===== src/hdl/reg_bank_pkg.sv =====
// Register bank package
// Widths, address map, reset values and access-mode codes shared by the
// gate-driver control register bank
`default_nettype none

package reg_bank_pkg;

//========================================
// Widths and types
//========================================
localparam int REG_AW = 7;
localparam int REG_DW = 8;

typedef logic [REG_AW-1:0] reg_addr_t;
typedef logic [REG_DW-1:0] reg_data_t;
typedef logic [1:0]        acc_mode_t;

// Access modes with code 3 behaving as normal
localparam acc_mode_t ACC_NORMAL = 2'd0;
localparam acc_mode_t ACC_CFG    = 2'd1;
localparam acc_mode_t ACC_TEST   = 2'd2;

//========================================
// Address map
//========================================
localparam reg_addr_t ADDR_DEVICE_ID = 7'h00;
localparam reg_addr_t ADDR_MODE      = 7'h01;
localparam reg_addr_t ADDR_CONFIG1   = 7'h02;
localparam reg_addr_t ADDR_CONFIG2   = 7'h03;
localparam reg_addr_t ADDR_STATUS1   = 7'h08;
localparam reg_addr_t ADDR_MASK1     = 7'h09;
localparam reg_addr_t ADDR_STATUS2   = 7'h0A;
localparam reg_addr_t ADDR_MASK2     = 7'h0B;
localparam reg_addr_t ADDR_STATUS3   = 7'h0C;
localparam reg_addr_t ADDR_ADC1_LOW  = 7'h10;
localparam reg_addr_t ADDR_ADC1_HIGH = 7'h11;

// Reset values
localparam reg_data_t MODE_DEFAULT    = 8'h08;
localparam reg_data_t CONFIG1_DEFAULT = 8'h2B;
localparam reg_data_t CONFIG2_DEFAULT = 8'hFF;

// STATUS1 bit 6 has no source
localparam reg_data_t STATUS1_USED = 8'hBF;

// One select per register
typedef enum logic [3:0] {
    SEL_NONE,
    SEL_DEVICE_ID,
    SEL_MODE,
    SEL_CONFIG1,
    SEL_CONFIG2,
    SEL_STATUS1,
    SEL_MASK1,
    SEL_STATUS2,
    SEL_MASK2,
    SEL_STATUS3,
    SEL_ADC1_LOW,
    SEL_ADC1_HIGH
} reg_sel_t;

endpackage

`default_nettype wire


===== src/hdl/reg_access_ctrl.sv =====
// Register access controller
// Decodes the register address, checks the access-mode permissions and
// returns registered write and read acknowledges
`default_nettype none

module reg_access_ctrl import reg_bank_pkg::*; (
    input  logic      i_clk,
    input  logic      i_rst,
    input  logic      i_reg_wen,
    input  logic      i_reg_ren,
    input  reg_addr_t i_reg_addr,
    input  reg_data_t i_reg_wdata,
    input  acc_mode_t i_acc_mode,
    output reg_sel_t  o_wr_sel,
    output reg_data_t o_wdata,
    output reg_sel_t  o_rd_sel,
    output logic      o_reg_wack,
    output logic      o_reg_rack
);

reg_sel_t  addr_sel;
logic      cfg_grp;
logic      sts_grp;
logic      wr_ok;
logic      rd_ok;
logic      rd_req;

//========================================
// Address decode
//========================================
always_comb begin
    case (i_reg_addr)
        ADDR_DEVICE_ID: addr_sel = SEL_DEVICE_ID;
        ADDR_MODE:      addr_sel = SEL_MODE;
        ADDR_CONFIG1:   addr_sel = SEL_CONFIG1;
        ADDR_CONFIG2:   addr_sel = SEL_CONFIG2;
        ADDR_STATUS1:   addr_sel = SEL_STATUS1;
        ADDR_MASK1:     addr_sel = SEL_MASK1;
        ADDR_STATUS2:   addr_sel = SEL_STATUS2;
        ADDR_MASK2:     addr_sel = SEL_MASK2;
        ADDR_STATUS3:   addr_sel = SEL_STATUS3;
        ADDR_ADC1_LOW:  addr_sel = SEL_ADC1_LOW;
        ADDR_ADC1_HIGH: addr_sel = SEL_ADC1_HIGH;
        default:        addr_sel = SEL_NONE;
    endcase
end

//========================================
// Mode permissions
//========================================
assign cfg_grp = addr_sel inside {SEL_MODE, SEL_CONFIG1, SEL_CONFIG2, SEL_MASK1, SEL_MASK2};
assign sts_grp = addr_sel inside {SEL_STATUS1, SEL_STATUS2};

always_comb begin
    case (i_acc_mode)
        ACC_TEST: begin
            wr_ok = cfg_grp;
            rd_ok = 1'b1;
        end
        ACC_CFG: begin
            wr_ok = cfg_grp | sts_grp;
            rd_ok = 1'b0;
        end
        // Unused code 3 folds into normal mode
        default: begin
            wr_ok = (addr_sel == SEL_MODE) | sts_grp;
            rd_ok = 1'b1;
        end
    endcase
end

// Write takes priority when both strobes are set
assign rd_req = i_reg_ren & ~i_reg_wen;

assign o_wr_sel = (i_reg_wen && wr_ok) ? addr_sel : SEL_NONE;
assign o_rd_sel = (rd_req && rd_ok) ? addr_sel : SEL_NONE;
assign o_wdata  = i_reg_wdata;

// Denied and unmapped accesses are still acknowledged
always_ff @(posedge i_clk) begin
    if (i_rst) begin
        o_reg_wack <= 1'b0;
        o_reg_rack <= 1'b0;
    end else begin
        o_reg_wack <= i_reg_wen;
        o_reg_rack <= rd_req;
    end
end

endmodule

`default_nettype wire


===== src/hdl/cfg_reg_file.sv =====
// Control register file
// Holds MODE, COM_CONFIG1/2 and MASK1/2, and turns a write of MODE bit 0
// into a one-cycle soft reset of the bank
`default_nettype none

module cfg_reg_file import reg_bank_pkg::*; (
    input  logic      i_clk,
    input  logic      i_rst,
    input  reg_sel_t  i_wr_sel,
    input  reg_data_t i_wdata,
    output reg_data_t o_mode,
    output reg_data_t o_config1,
    output reg_data_t o_config2,
    output reg_data_t o_mask1,
    output reg_data_t o_mask2,
    output logic      o_soft_rst
);

logic [REG_DW-1:1] mode_hi;
reg_data_t         config1;
reg_data_t         config2;
reg_data_t         mask1;
reg_data_t         mask2;
logic              soft_rst;
logic              bank_rst;

//========================================
// Soft reset request
//========================================
// Self-clearing pulse that drops a request made during the pulse
always_ff @(posedge i_clk) begin
    if (i_rst) begin
        soft_rst <= 1'b0;
    end else begin
        soft_rst <= ~soft_rst & (i_wr_sel == SEL_MODE) & i_wdata[0];
    end
end

assign bank_rst = i_rst | soft_rst;

//========================================
// Writable control bytes
//========================================
always_ff @(posedge i_clk) begin
    if (bank_rst) begin
        mode_hi <= MODE_DEFAULT[REG_DW-1:1];
        config1 <= CONFIG1_DEFAULT;
        config2 <= CONFIG2_DEFAULT;
        mask1   <= '0;
        mask2   <= '0;
    end else begin
        case (i_wr_sel)
            SEL_MODE:    mode_hi <= i_wdata[REG_DW-1:1];
            SEL_CONFIG1: config1 <= i_wdata;
            SEL_CONFIG2: config2 <= i_wdata;
            SEL_MASK1:   mask1   <= i_wdata;
            SEL_MASK2:   mask2   <= i_wdata;
            default: ;
        endcase
    end
end

// Bit 0 of MODE carries the live soft reset pulse
assign o_mode     = {mode_hi, soft_rst};
assign o_config1  = config1;
assign o_config2  = config2;
assign o_mask1    = mask1;
assign o_mask2    = mask2;
assign o_soft_rst = soft_rst;

endmodule

`default_nettype wire


===== src/hdl/status_reg_file.sv =====
// Sticky fault status registers
// STATUS1/STATUS2 capture hardware events, clear on write-1 and drive
// the interrupt through their masks
`default_nettype none

module status_reg_file import reg_bank_pkg::*; (
    input  logic      i_clk,
    input  logic      i_rst,
    input  logic      i_soft_rst,
    input  reg_sel_t  i_wr_sel,
    input  reg_data_t i_wdata,
    input  reg_data_t i_status1_evt,
    input  reg_data_t i_status2_evt,
    input  reg_data_t i_mask1,
    input  reg_data_t i_mask2,
    output reg_data_t o_status1,
    output reg_data_t o_status2,
    output logic      o_irq
);

reg_data_t status1;
reg_data_t status2;
reg_data_t clr1;
reg_data_t clr2;

// Write-1-to-clear vectors
assign clr1 = (i_wr_sel == SEL_STATUS1) ? i_wdata : '0;
assign clr2 = (i_wr_sel == SEL_STATUS2) ? i_wdata : '0;

//========================================
// Sticky capture
//========================================
// An event in the same cycle as a clear keeps its bit set
always_ff @(posedge i_clk) begin
    if (i_rst || i_soft_rst) begin
        status1 <= '0;
        status2 <= '0;
    end else begin
        status1 <= ((status1 & ~clr1) | i_status1_evt) & STATUS1_USED;
        status2 <= (status2 & ~clr2) | i_status2_evt;
    end
end

assign o_status1 = status1;
assign o_status2 = status2;

// Any unmasked fault raises the interrupt
assign o_irq = |((status1 & ~i_mask1) | (status2 & ~i_mask2));

endmodule

`default_nettype wire


===== src/hdl/read_mux.sv =====
// Read data mux
// Picks one register, pin or ADC source by select and registers it as
// the read response
`default_nettype none

module read_mux import reg_bank_pkg::*; #(
    parameter int        ADC_W     = 10,
    parameter reg_data_t DEVICE_ID = 8'h5A
)(
    input  logic             i_clk,
    input  logic             i_rst,
    input  reg_sel_t         i_rd_sel,
    input  reg_data_t        i_mode,
    input  reg_data_t        i_config1,
    input  reg_data_t        i_config2,
    input  reg_data_t        i_mask1,
    input  reg_data_t        i_mask2,
    input  reg_data_t        i_status1,
    input  reg_data_t        i_status2,
    input  reg_data_t        i_io_pins,
    input  logic [ADC_W-1:0] i_adc1_data,
    output reg_data_t        o_rdata
);

reg_data_t adc_low;
reg_data_t adc_high;
reg_data_t rdata_nxt;

// Upper ADC bits zero-extended into one byte
assign adc_low  = i_adc1_data[REG_DW-1:0];
assign adc_high = reg_data_t'(i_adc1_data >> REG_DW);

always_comb begin
    case (i_rd_sel)
        SEL_DEVICE_ID: rdata_nxt = DEVICE_ID;
        SEL_MODE:      rdata_nxt = {i_mode[REG_DW-1:1], 1'b0};
        SEL_CONFIG1:   rdata_nxt = i_config1;
        SEL_CONFIG2:   rdata_nxt = i_config2;
        SEL_STATUS1:   rdata_nxt = i_status1;
        SEL_MASK1:     rdata_nxt = i_mask1;
        SEL_STATUS2:   rdata_nxt = i_status2;
        SEL_MASK2:     rdata_nxt = i_mask2;
        SEL_STATUS3:   rdata_nxt = i_io_pins;
        SEL_ADC1_LOW:  rdata_nxt = adc_low;
        SEL_ADC1_HIGH: rdata_nxt = adc_high;
        default:       rdata_nxt = '0;
    endcase
end

// Response register loads 00h whenever nothing is selected
always_ff @(posedge i_clk) begin
    if (i_rst) begin
        o_rdata <= '0;
    end else begin
        o_rdata <= rdata_nxt;
    end
end

endmodule

`default_nettype wire


===== src/hdl/reg_bank_top.sv =====
// Register bank top level
// Connects the access controller to the config file, the sticky status
// file and the read data mux
`default_nettype none

module reg_bank_top import reg_bank_pkg::*; #(
    parameter int        ADC_W     = 10,
    parameter reg_data_t DEVICE_ID = 8'h5A
)(
    input  logic             i_clk,
    input  logic             i_rst,
    input  logic             i_reg_wen,
    input  logic             i_reg_ren,
    input  reg_addr_t        i_reg_addr,
    input  reg_data_t        i_reg_wdata,
    input  acc_mode_t        i_acc_mode,
    input  reg_data_t        i_status1_evt,
    input  reg_data_t        i_status2_evt,
    input  reg_data_t        i_io_pins,
    input  logic [ADC_W-1:0] i_adc1_data,
    output logic             o_reg_wack,
    output logic             o_reg_rack,
    output reg_data_t        o_reg_rdata,
    output reg_data_t        o_mode,
    output reg_data_t        o_com_config1,
    output reg_data_t        o_com_config2,
    output logic             o_soft_rst,
    output logic             o_irq
);

reg_sel_t  wr_sel;
reg_sel_t  rd_sel;
reg_data_t wdata;
reg_data_t mask1;
reg_data_t mask2;
reg_data_t status1;
reg_data_t status2;

//========================================
// Access control
//========================================
reg_access_ctrl u_access_ctrl (
    .i_clk       (i_clk),
    .i_rst       (i_rst),
    .i_reg_wen   (i_reg_wen),
    .i_reg_ren   (i_reg_ren),
    .i_reg_addr  (i_reg_addr),
    .i_reg_wdata (i_reg_wdata),
    .i_acc_mode  (i_acc_mode),
    .o_wr_sel    (wr_sel),
    .o_wdata     (wdata),
    .o_rd_sel    (rd_sel),
    .o_reg_wack  (o_reg_wack),
    .o_reg_rack  (o_reg_rack)
);

//========================================
// Storage and read path
//========================================
cfg_reg_file u_cfg_reg_file (
    .i_clk      (i_clk),
    .i_rst      (i_rst),
    .i_wr_sel   (wr_sel),
    .i_wdata    (wdata),
    .o_mode     (o_mode),
    .o_config1  (o_com_config1),
    .o_config2  (o_com_config2),
    .o_mask1    (mask1),
    .o_mask2    (mask2),
    .o_soft_rst (o_soft_rst)
);

status_reg_file u_status_reg_file (
    .i_clk         (i_clk),
    .i_rst         (i_rst),
    .i_soft_rst    (o_soft_rst),
    .i_wr_sel      (wr_sel),
    .i_wdata       (wdata),
    .i_status1_evt (i_status1_evt),
    .i_status2_evt (i_status2_evt),
    .i_mask1       (mask1),
    .i_mask2       (mask2),
    .o_status1     (status1),
    .o_status2     (status2),
    .o_irq         (o_irq)
);

read_mux #(
    .ADC_W     (ADC_W),
    .DEVICE_ID (DEVICE_ID)
) u_read_mux (
    .i_clk       (i_clk),
    .i_rst       (i_rst),
    .i_rd_sel    (rd_sel),
    .i_mode      (o_mode),
    .i_config1   (o_com_config1),
    .i_config2   (o_com_config2),
    .i_mask1     (mask1),
    .i_mask2     (mask2),
    .i_status1   (status1),
    .i_status2   (status2),
    .i_io_pins   (i_io_pins),
    .i_adc1_data (i_adc1_data),
    .o_rdata     (o_reg_rdata)
);

endmodule

`default_nettype wire


===== config.mk =====
export PLATFORM = sky130hd
export DESIGN_NAME = reg_bank_top
export DESIGN_NICKNAME = d
export VERILOG_FILES = /design/src/hdl/reg_bank_pkg.sv /design/src/hdl/reg_access_ctrl.sv /design/src/hdl/cfg_reg_file.sv /design/src/hdl/status_reg_file.sv /design/src/hdl/read_mux.sv /design/src/hdl/reg_bank_top.sv
export SDC_FILE = /design/constraint.sdc
export NUM_CORES = 1
export LEC_CHECK = 0
export BUFFER_PORTS_ARGS = -buffer_cell sky130_fd_sc_hd__buf_4
export CAP_MARGIN = 40
export CORE_UTILIZATION = 40
export CTS_CLUSTER_SIZE = 14
export DETAILED_ROUTE_END_ITERATION = 7
export PLACE_DENSITY_LB_ADDON = 0.15
export SLEW_MARGIN = 20
export SYNTH_ARGS = -nofsm -noshare
export SYNTH_HDL_FRONTEND = slang
export SYNTH_SLANG_ARGS = --single-unit
export TNS_END_PERCENT = 1

===== constraint.sdc =====
create_clock -name i_clk -period 2.1 [get_ports i_clk]
set_input_delay 0.21 -clock i_clk [delete_from_list [all_inputs] [get_ports i_clk]]
set_output_delay 0.21 -clock i_clk [all_outputs]
set_load 0.02 [all_outputs]

=== Yosys cells after proc, flatten, opt, wreduce, memory -nomap -nowiden ===
Memory sizes are Yosys's and may differ from the RTL's.
Cells that the tools add are included.

* Output and inout port bits: 36
* Memory bits (read-only): 128
* Memories: 1
* Flip-flop bits (word level): 66

{| class="wikitable"
|+ Memory list
! memory !! words !! width !! rd ports !! clocked after memory_dff !! wr ports !! RTL line !! RTL
|-
| (name not given) || 32 || 4 || 1 || 0 || 0 || reg_access_ctrl.sv:32 || <nowiki>case (i_reg_addr)</nowiki>
|}

* Bitwise gates (word level): 19
* Mux-type cells: 8
* Reduce and logical (&&, ||, !) cells: 7
* Eq/ne operators: 27

{| class="wikitable"
|+ Operator list
! operator !! number
|-
| 8-bit one-hot mux with 11 select lines || 1
|-
| 4-bit by 3-bit == test with 1-bit output (second input constant) || 12
|-
| 8-bit bitwise AND || 4
|-
| 8-bit inverter || 4
|-
| 4-bit by 2-bit == test with 1-bit output (second input constant) || 6
|-
| 4-bit == test (second input constant) || 6
|-
| 8-bit OR || 3
|-
| 8-bit 2-to-1 mux || 2
|-
| 4-bit 2-to-1 mux || 3
|-
| 8-bit OR reduction || 1
|-
| 5-bit nonzero test || 1
|-
| 4-bit by 1-bit == test with 1-bit output (second input constant) || 1
|-
| 1-bit bitwise AND || 3
|-
| 1-bit OR || 3
|-
| 2-bit by 1-bit == test with 1-bit output (second input constant) || 1
|-
| 2-bit == test (second input constant) || 1
|-
| 1-bit logical AND || 2
|-
| 2-bit zero test || 1
|-
| 1-bit inverter || 2
|-
| 1-bit one-hot mux with 2 select lines || 1
|-
| 2-bit nonzero test || 1
|-
| 1-bit logical OR || 1
|-
| 1-bit 2-to-1 mux || 1
|}

=== Depth between registers and ports, before layout ===
* Word-level depth: 13
* Depth in mapped cells: 11

=== Hierarchy ===
Synthesis repeated with hierarchy kept, for this count alone.

* Cell total of the unflattened synthesis: 427
* Area, all modules: 4,007.6 µm²

{| class="wikitable"
|+ By module, submodules not included
! module !! cells each !! instances !! area an instance (µm²)
|-
| cfg_reg_file || 162 || 1 || 1,786.7
|-
| read_mux || 110 || 1 || 984.7
|-
| status_reg_file || 88 || 1 || 673.1
|-
| reg_access_ctrl || 67 || 1 || 563.0
|}

=== Worst setup path before layout ===
OpenSTA, ideal clock, no wires.

* Path type: input -> register
* From: in i_reg_addr[0]
* To: reg u_cfg_reg_file.mask1[0], in the netlist u_cfg_reg_file.o_mask1[0]
* Path buffers: 1
* Cell stages on the path: 9
* Arrival: 2.078 ns
* Setup slack: -0.105 ns
* Required time: 1.972 ns
* Setup time: 0.128 ns
* Cells stage by stage: inv_1 > ha_1 > and4b_1 > buf_6 > or3_4 > a2bb2oi_2 > a211oi_4 > mux2i_1 > nor2_1

* Word-level cells in the longest chain between the ends: 9
* Elaborated cells between the ends (all ways): 17

{| class="wikitable"
|+ Ends and longest elaborated chain
! item !! RTL line !! RTL
|-
| from (decl) || reg_bank_top.sv:14 || <nowiki>input reg_addr_t i_reg_addr,</nowiki>
|-
| memory read 32 x 4 bit * || -- ||
|-
| 4-bit 2-to-1 mux * || reg_access_ctrl.sv:32 ||
|-
| 4-bit by 2-bit == test with 1-bit output, or another cell as far along || reg_access_ctrl.sv:51, reg_access_ctrl.sv:66 ||
|-
| 5-bit nonzero test / 2-bit nonzero test (equally long branches) || reg_access_ctrl.sv:51, reg_access_ctrl.sv:52 ||
|-
| 1-bit OR, on equally long branches || reg_access_ctrl.sv:61, reg_access_ctrl.sv:66 ||
|-
| 1-bit one-hot mux with 2 select lines || reg_access_ctrl.sv:55 || <nowiki>case (i_acc_mode)</nowiki>
|-
| 1-bit logical AND || reg_access_ctrl.sv:75 || <nowiki>assign o_wr_sel = (i_reg_wen && wr_ok) ? addr_sel : SEL_NONE;</nowiki>
|-
| 4-bit 2-to-1 mux * || reg_access_ctrl.sv:75 ||
|-
| 4-bit by 3-bit == test with 1-bit output * || cfg_reg_file.sv:52 || <nowiki>case (i_wr_sel)</nowiki>
|-
| to (signal assigned) || cfg_reg_file.sv:56 || <nowiki>SEL_MASK1: mask1 <= i_wdata;</nowiki>
|-
| to (decl) || cfg_reg_file.sv:22 || <nowiki>reg_data_t mask1;</nowiki>
|}

Mark *: on every way between the ends. The rest lies on a longest branch, timed or not.
A chain may end at the register's enable or synchronous reset.

=== Final worst setup path ===
* From: in i_reg_addr[1]
* To: reg u_cfg_reg_file.mask2[5], in the netlist u_cfg_reg_file.o_mask2[5]

* Word-level cells in the longest chain between the ends: 9
* Elaborated cells between the ends (all ways): 17

{| class="wikitable"
|+ Ends and longest elaborated chain
! item !! RTL line !! RTL
|-
| memory read 32 x 4 bit * || -- ||
|-
| 4-bit 2-to-1 mux * || reg_access_ctrl.sv:32 ||
|-
| 4-bit by 2-bit == test with 1-bit output, or another cell as far along || reg_access_ctrl.sv:51, reg_access_ctrl.sv:66 ||
|-
| 5-bit nonzero test / 2-bit nonzero test (equally long branches) || reg_access_ctrl.sv:51, reg_access_ctrl.sv:52 ||
|-
| 1-bit OR, on equally long branches || reg_access_ctrl.sv:61, reg_access_ctrl.sv:66 ||
|-
| 1-bit one-hot mux with 2 select lines || reg_access_ctrl.sv:55 ||
|-
| 1-bit logical AND || reg_access_ctrl.sv:75 ||
|-
| 4-bit 2-to-1 mux * || reg_access_ctrl.sv:75 ||
|-
| 4-bit == test * || cfg_reg_file.sv:52 ||
|-
| to (signal assigned) || cfg_reg_file.sv:57 || <nowiki>SEL_MASK2: mask2 <= i_wdata;</nowiki>
|-
| to (decl) || cfg_reg_file.sv:23 || <nowiki>reg_data_t mask2;</nowiki>
|}

Marked as above.

==> summary.txt <==
GRT
  • Antenna violations before repair: 0
  • Global-route wire length before repair: 21100 um
  • Number of global-route vias before repair: 3755
  • Largest net degree at the start of global routing: 39
  • Global route overflow: 0
  • GRT Util Overall: 29.5%

Clocking
  • CTS hold repair buffers: 0
  • Cts bufs inserted: 9
  • Clock latency on the worst-skew pair: ~350 ps
  • Post_cts resized: 0
  • Clk root buf: clkbuf_8
  • Num Clock Sinks: 65
  • Clock tree buffer depth: 2
  • CTS tree: done
  • Post-CTS Setup Repair Bufs: 0
  • H-tree Lvls: 3
  • Clock slew at reported path FFs: about 90 ps

Power
  • Max IR drop VDD: 0.435 mV
  • PD cells: between 500 and 600 nW/um2
  • PnR Total Power: 2.99 mW
  • P_leak: 2.10 nW

Final layout
  • Leading cell type in the layout, fill and taps excluded: buf_4
  • Layout area overhead: 42.0%
  • Layout fillers: 835
  • Layout cell share with drive strength beyond 1: 32.8%
  • Commonest non-fill, non-tap cells in the layout: buf_4 (151), dfxtp_1 (65), nand2_1 (56)
  • Ant diodes: 0
  • Post-layout nets: 640

Route
  • Routed wire length: between 10000 and 15000 um
  • Vias after detailed routing: just under 4000
  • DRC: 0
  • Vias per cell: 5.70
  • First drt pass iteration count: 5
  • WL per Instance: 19.8 um
  • 1st-iter DRT viols: 201
  • Final ANT Viol Nets: 0

Timing
  • Setup violations, final: 0
  • Final slew viol count: 0
  • Worst slew margin: roughly 51%
  • Minimum clock period: about 2000 ps
  • Unrepaired setup endpoints after global routing: false
  • Final Cycle Share: 95.7%
  • Achievable clock frequency: 498 MHz
  • Worst Skew: 17.8 ps
  • Final worst slack: 90.0 ps
  • Final Hold Viols: 0
  • Worst Tran Pin Value: 739 ps

Placement
  • I/O Buffers: 89
  • DPL Wire Length: roughly 11000 um
  • Dpl ws: -248 ps
  • GPL Wtd Cong: 0.950

Outcome
  • Status: finished, final reports clean

Worst setup path
  • Worst EP arrival: 2290 ps
  • Critical path class: input port to register
  • Worst R2R Setup Slack: just over 700 ps
  • FF-to-FF End: u_cfg_reg_file.o_config1[1]
  • CP Max Fanout: 8
  • CP Capture Type: register
  • Worst r2r path cells: 3
  • CP Data Required Time: 2380 ps
  • Critical R2R Launch: u_cfg_reg_file.o_soft_rst
  • Crit start category: input port

Flow run
  • Max-cap check violation count: 0

Synth
  • Post-synth EDFFs: 0
  • Seq/Total Area, Yosys: 36.1%
  • Netlist cell types: 63
  • Warnings, synthesis: 0
  • Share of flip-flops with an asynchronous set or reset: 0%
  • Yosys top cell area share: between 30% and 40%
  • Synth top area cells: dfxtp_1 (36%), mux2i_1 (8.0%), nand2_1 (5.8%), nor2_1 (4.0%), a31oi_1 (2.9%)
  • Synth area leader: dfxtp_1
  • Synth Cell Area: 3610 um2
  • #FFs+latches synth: 65
  • Mapped Avg Cell Area: 8.16 um2
  • Top FF cell, synth: dfxtp_1
  • Syn Nets: 501
  • Mapped Cells: 442

Min path
  • Hold Path Class: input port to register
  • WHS Endpoint: u_status_reg_file.o_status2[2]
  • Hold path start: i_status2_evt[2]
  • Hold Crit Depth: 2

Die
  • Initial Util: around 41%
  • IO Pins: 91
  • Core footprint: between 8000 and 9000 um2
  • Site Rows: 34
  • Die width: about 97 um
  • Die area: ~9400 um2
  • Die Y: 96.9 um
[sequential cells by signal, summed over array words and instances (netlist names), 7 cells and up]
signal and count:
u_cfg_reg_file.o_config1 8, u_cfg_reg_file.o_config2 8, u_cfg_reg_file.o_mask1 8, u_cfg_reg_file.o_mask2 8, u_read_mux.o_rdata 8, u_status_reg_file.o_status2 8, u_cfg_reg_file.mode_hi 7, u_status_reg_file.o_status1 7
[metal layers]
metal	vias up	routed length (um)	GRT usage [%]
met5	-	0	0
met4	0	476	13.1
met3	36	834	4.48
met2	170	6320	45.9
met1	1867	6080	40.2
li1	1881	-	-
[Yosys cell counts, types with 5 or more instances]
| cell | instances |
|---|---|
| dfxtp_1 | 65 |
| nand2_1 | 56 |
| nor2_1 | 38 |
| mux2i_1 | 29 |
| inv_1 | 25 |
| a21oi_1 | 21 |
| nand3_1 | 18 |
| a31oi_1 | 17 |
| clkbuf_1 | 16 |
| nor3_1 | 15 |
| o21ai_0 | 13 |
| o21a_1 | 10 |
| o22ai_1 | 10 |
| a22oi_1 | 6 |
| buf_2 | 6 |
| a22o_1 | 5 |
| and3_1 | 5 |
| nor4_1 | 5 |
| o21ai_1 | 5 |
[layout make-up]
type | instances | area, um2 | share of cell area, %
multi-input cells | 324 | 2110 | 41.1
flip-flops and latches | 65 | 1300 | 25.4
repair buffers | 156 | 1230 | 24.1
clock buffers | 10 | 138 | 2.69
well taps | 108 | 135 | 2.64
inverters | 25 | 111 | 2.17
clock inverters | 6 | 95.1 | 1.86
[cell families after synthesis]
group,share of synthesized area [%]
buffers and inverters,6.56
multiplexers,8.36
flip-flops,36.1
AND/OR/NAND/NOR,23.0
XOR/XNOR,0.243
AO/OA/AOI/OAI,24.4
adder cells (fa/ha/maj),1.39
[through the flow]
step	std cells	TNS, ps	area, um2	hold slack, ps	utilization (%)
2_1_floorplan	442	-190	3670	282	-
3_3_place_gp	678	-8100	4890	420	56.1
3_5_place_dp	678	-9170	4890	424	56.1
4_1_cts	694	0	5120	52.4	58.7
5_1_grt	694	0	5120	42.3	58.7
6_report	694	0	5120	60.3	58.7
[power breakdown]
group / total [mW] / internal (mW) / switching [mW]
Combinational: 0.442 / 0.207 / 0.236
Sequential: 1.28 / 1.26 / 0.0201
Clock: 1.27 / 0.716 / 0.555
Total: 2.99 / 2.18 / 0.811
[worst max-delay path, cell delays in order]
cell	delay (ps)
buf_4	140
inv_12	40
ha_1	180
and4bb_4	200
or3_1	420
buf_4	190
a211oi_1	260
and4bb_2	310
buf_12	140
mux2i_1	190
[worst max-delay path by stage]
stage	depth (start not counted)	to	startpoint
2_1_floorplan	9	u_cfg_reg_file.o_mask1[0]	i_reg_addr[1]
3_3_place_gp	11	u_cfg_reg_file.o_mask1[0]	i_reg_addr[1]
3_5_place_dp	10	u_cfg_reg_file.o_mask2[5]	i_reg_addr[1]
4_1_cts	11	u_cfg_reg_file.o_mask1[6]	i_reg_addr[1]
5_1_grt	11	u_cfg_reg_file.o_mask1[6]	i_reg_addr[1]
6_report	10	u_cfg_reg_file.o_mask2[5]	i_reg_addr[1]
Note: power is estimated with default switching activity, not from simulation.
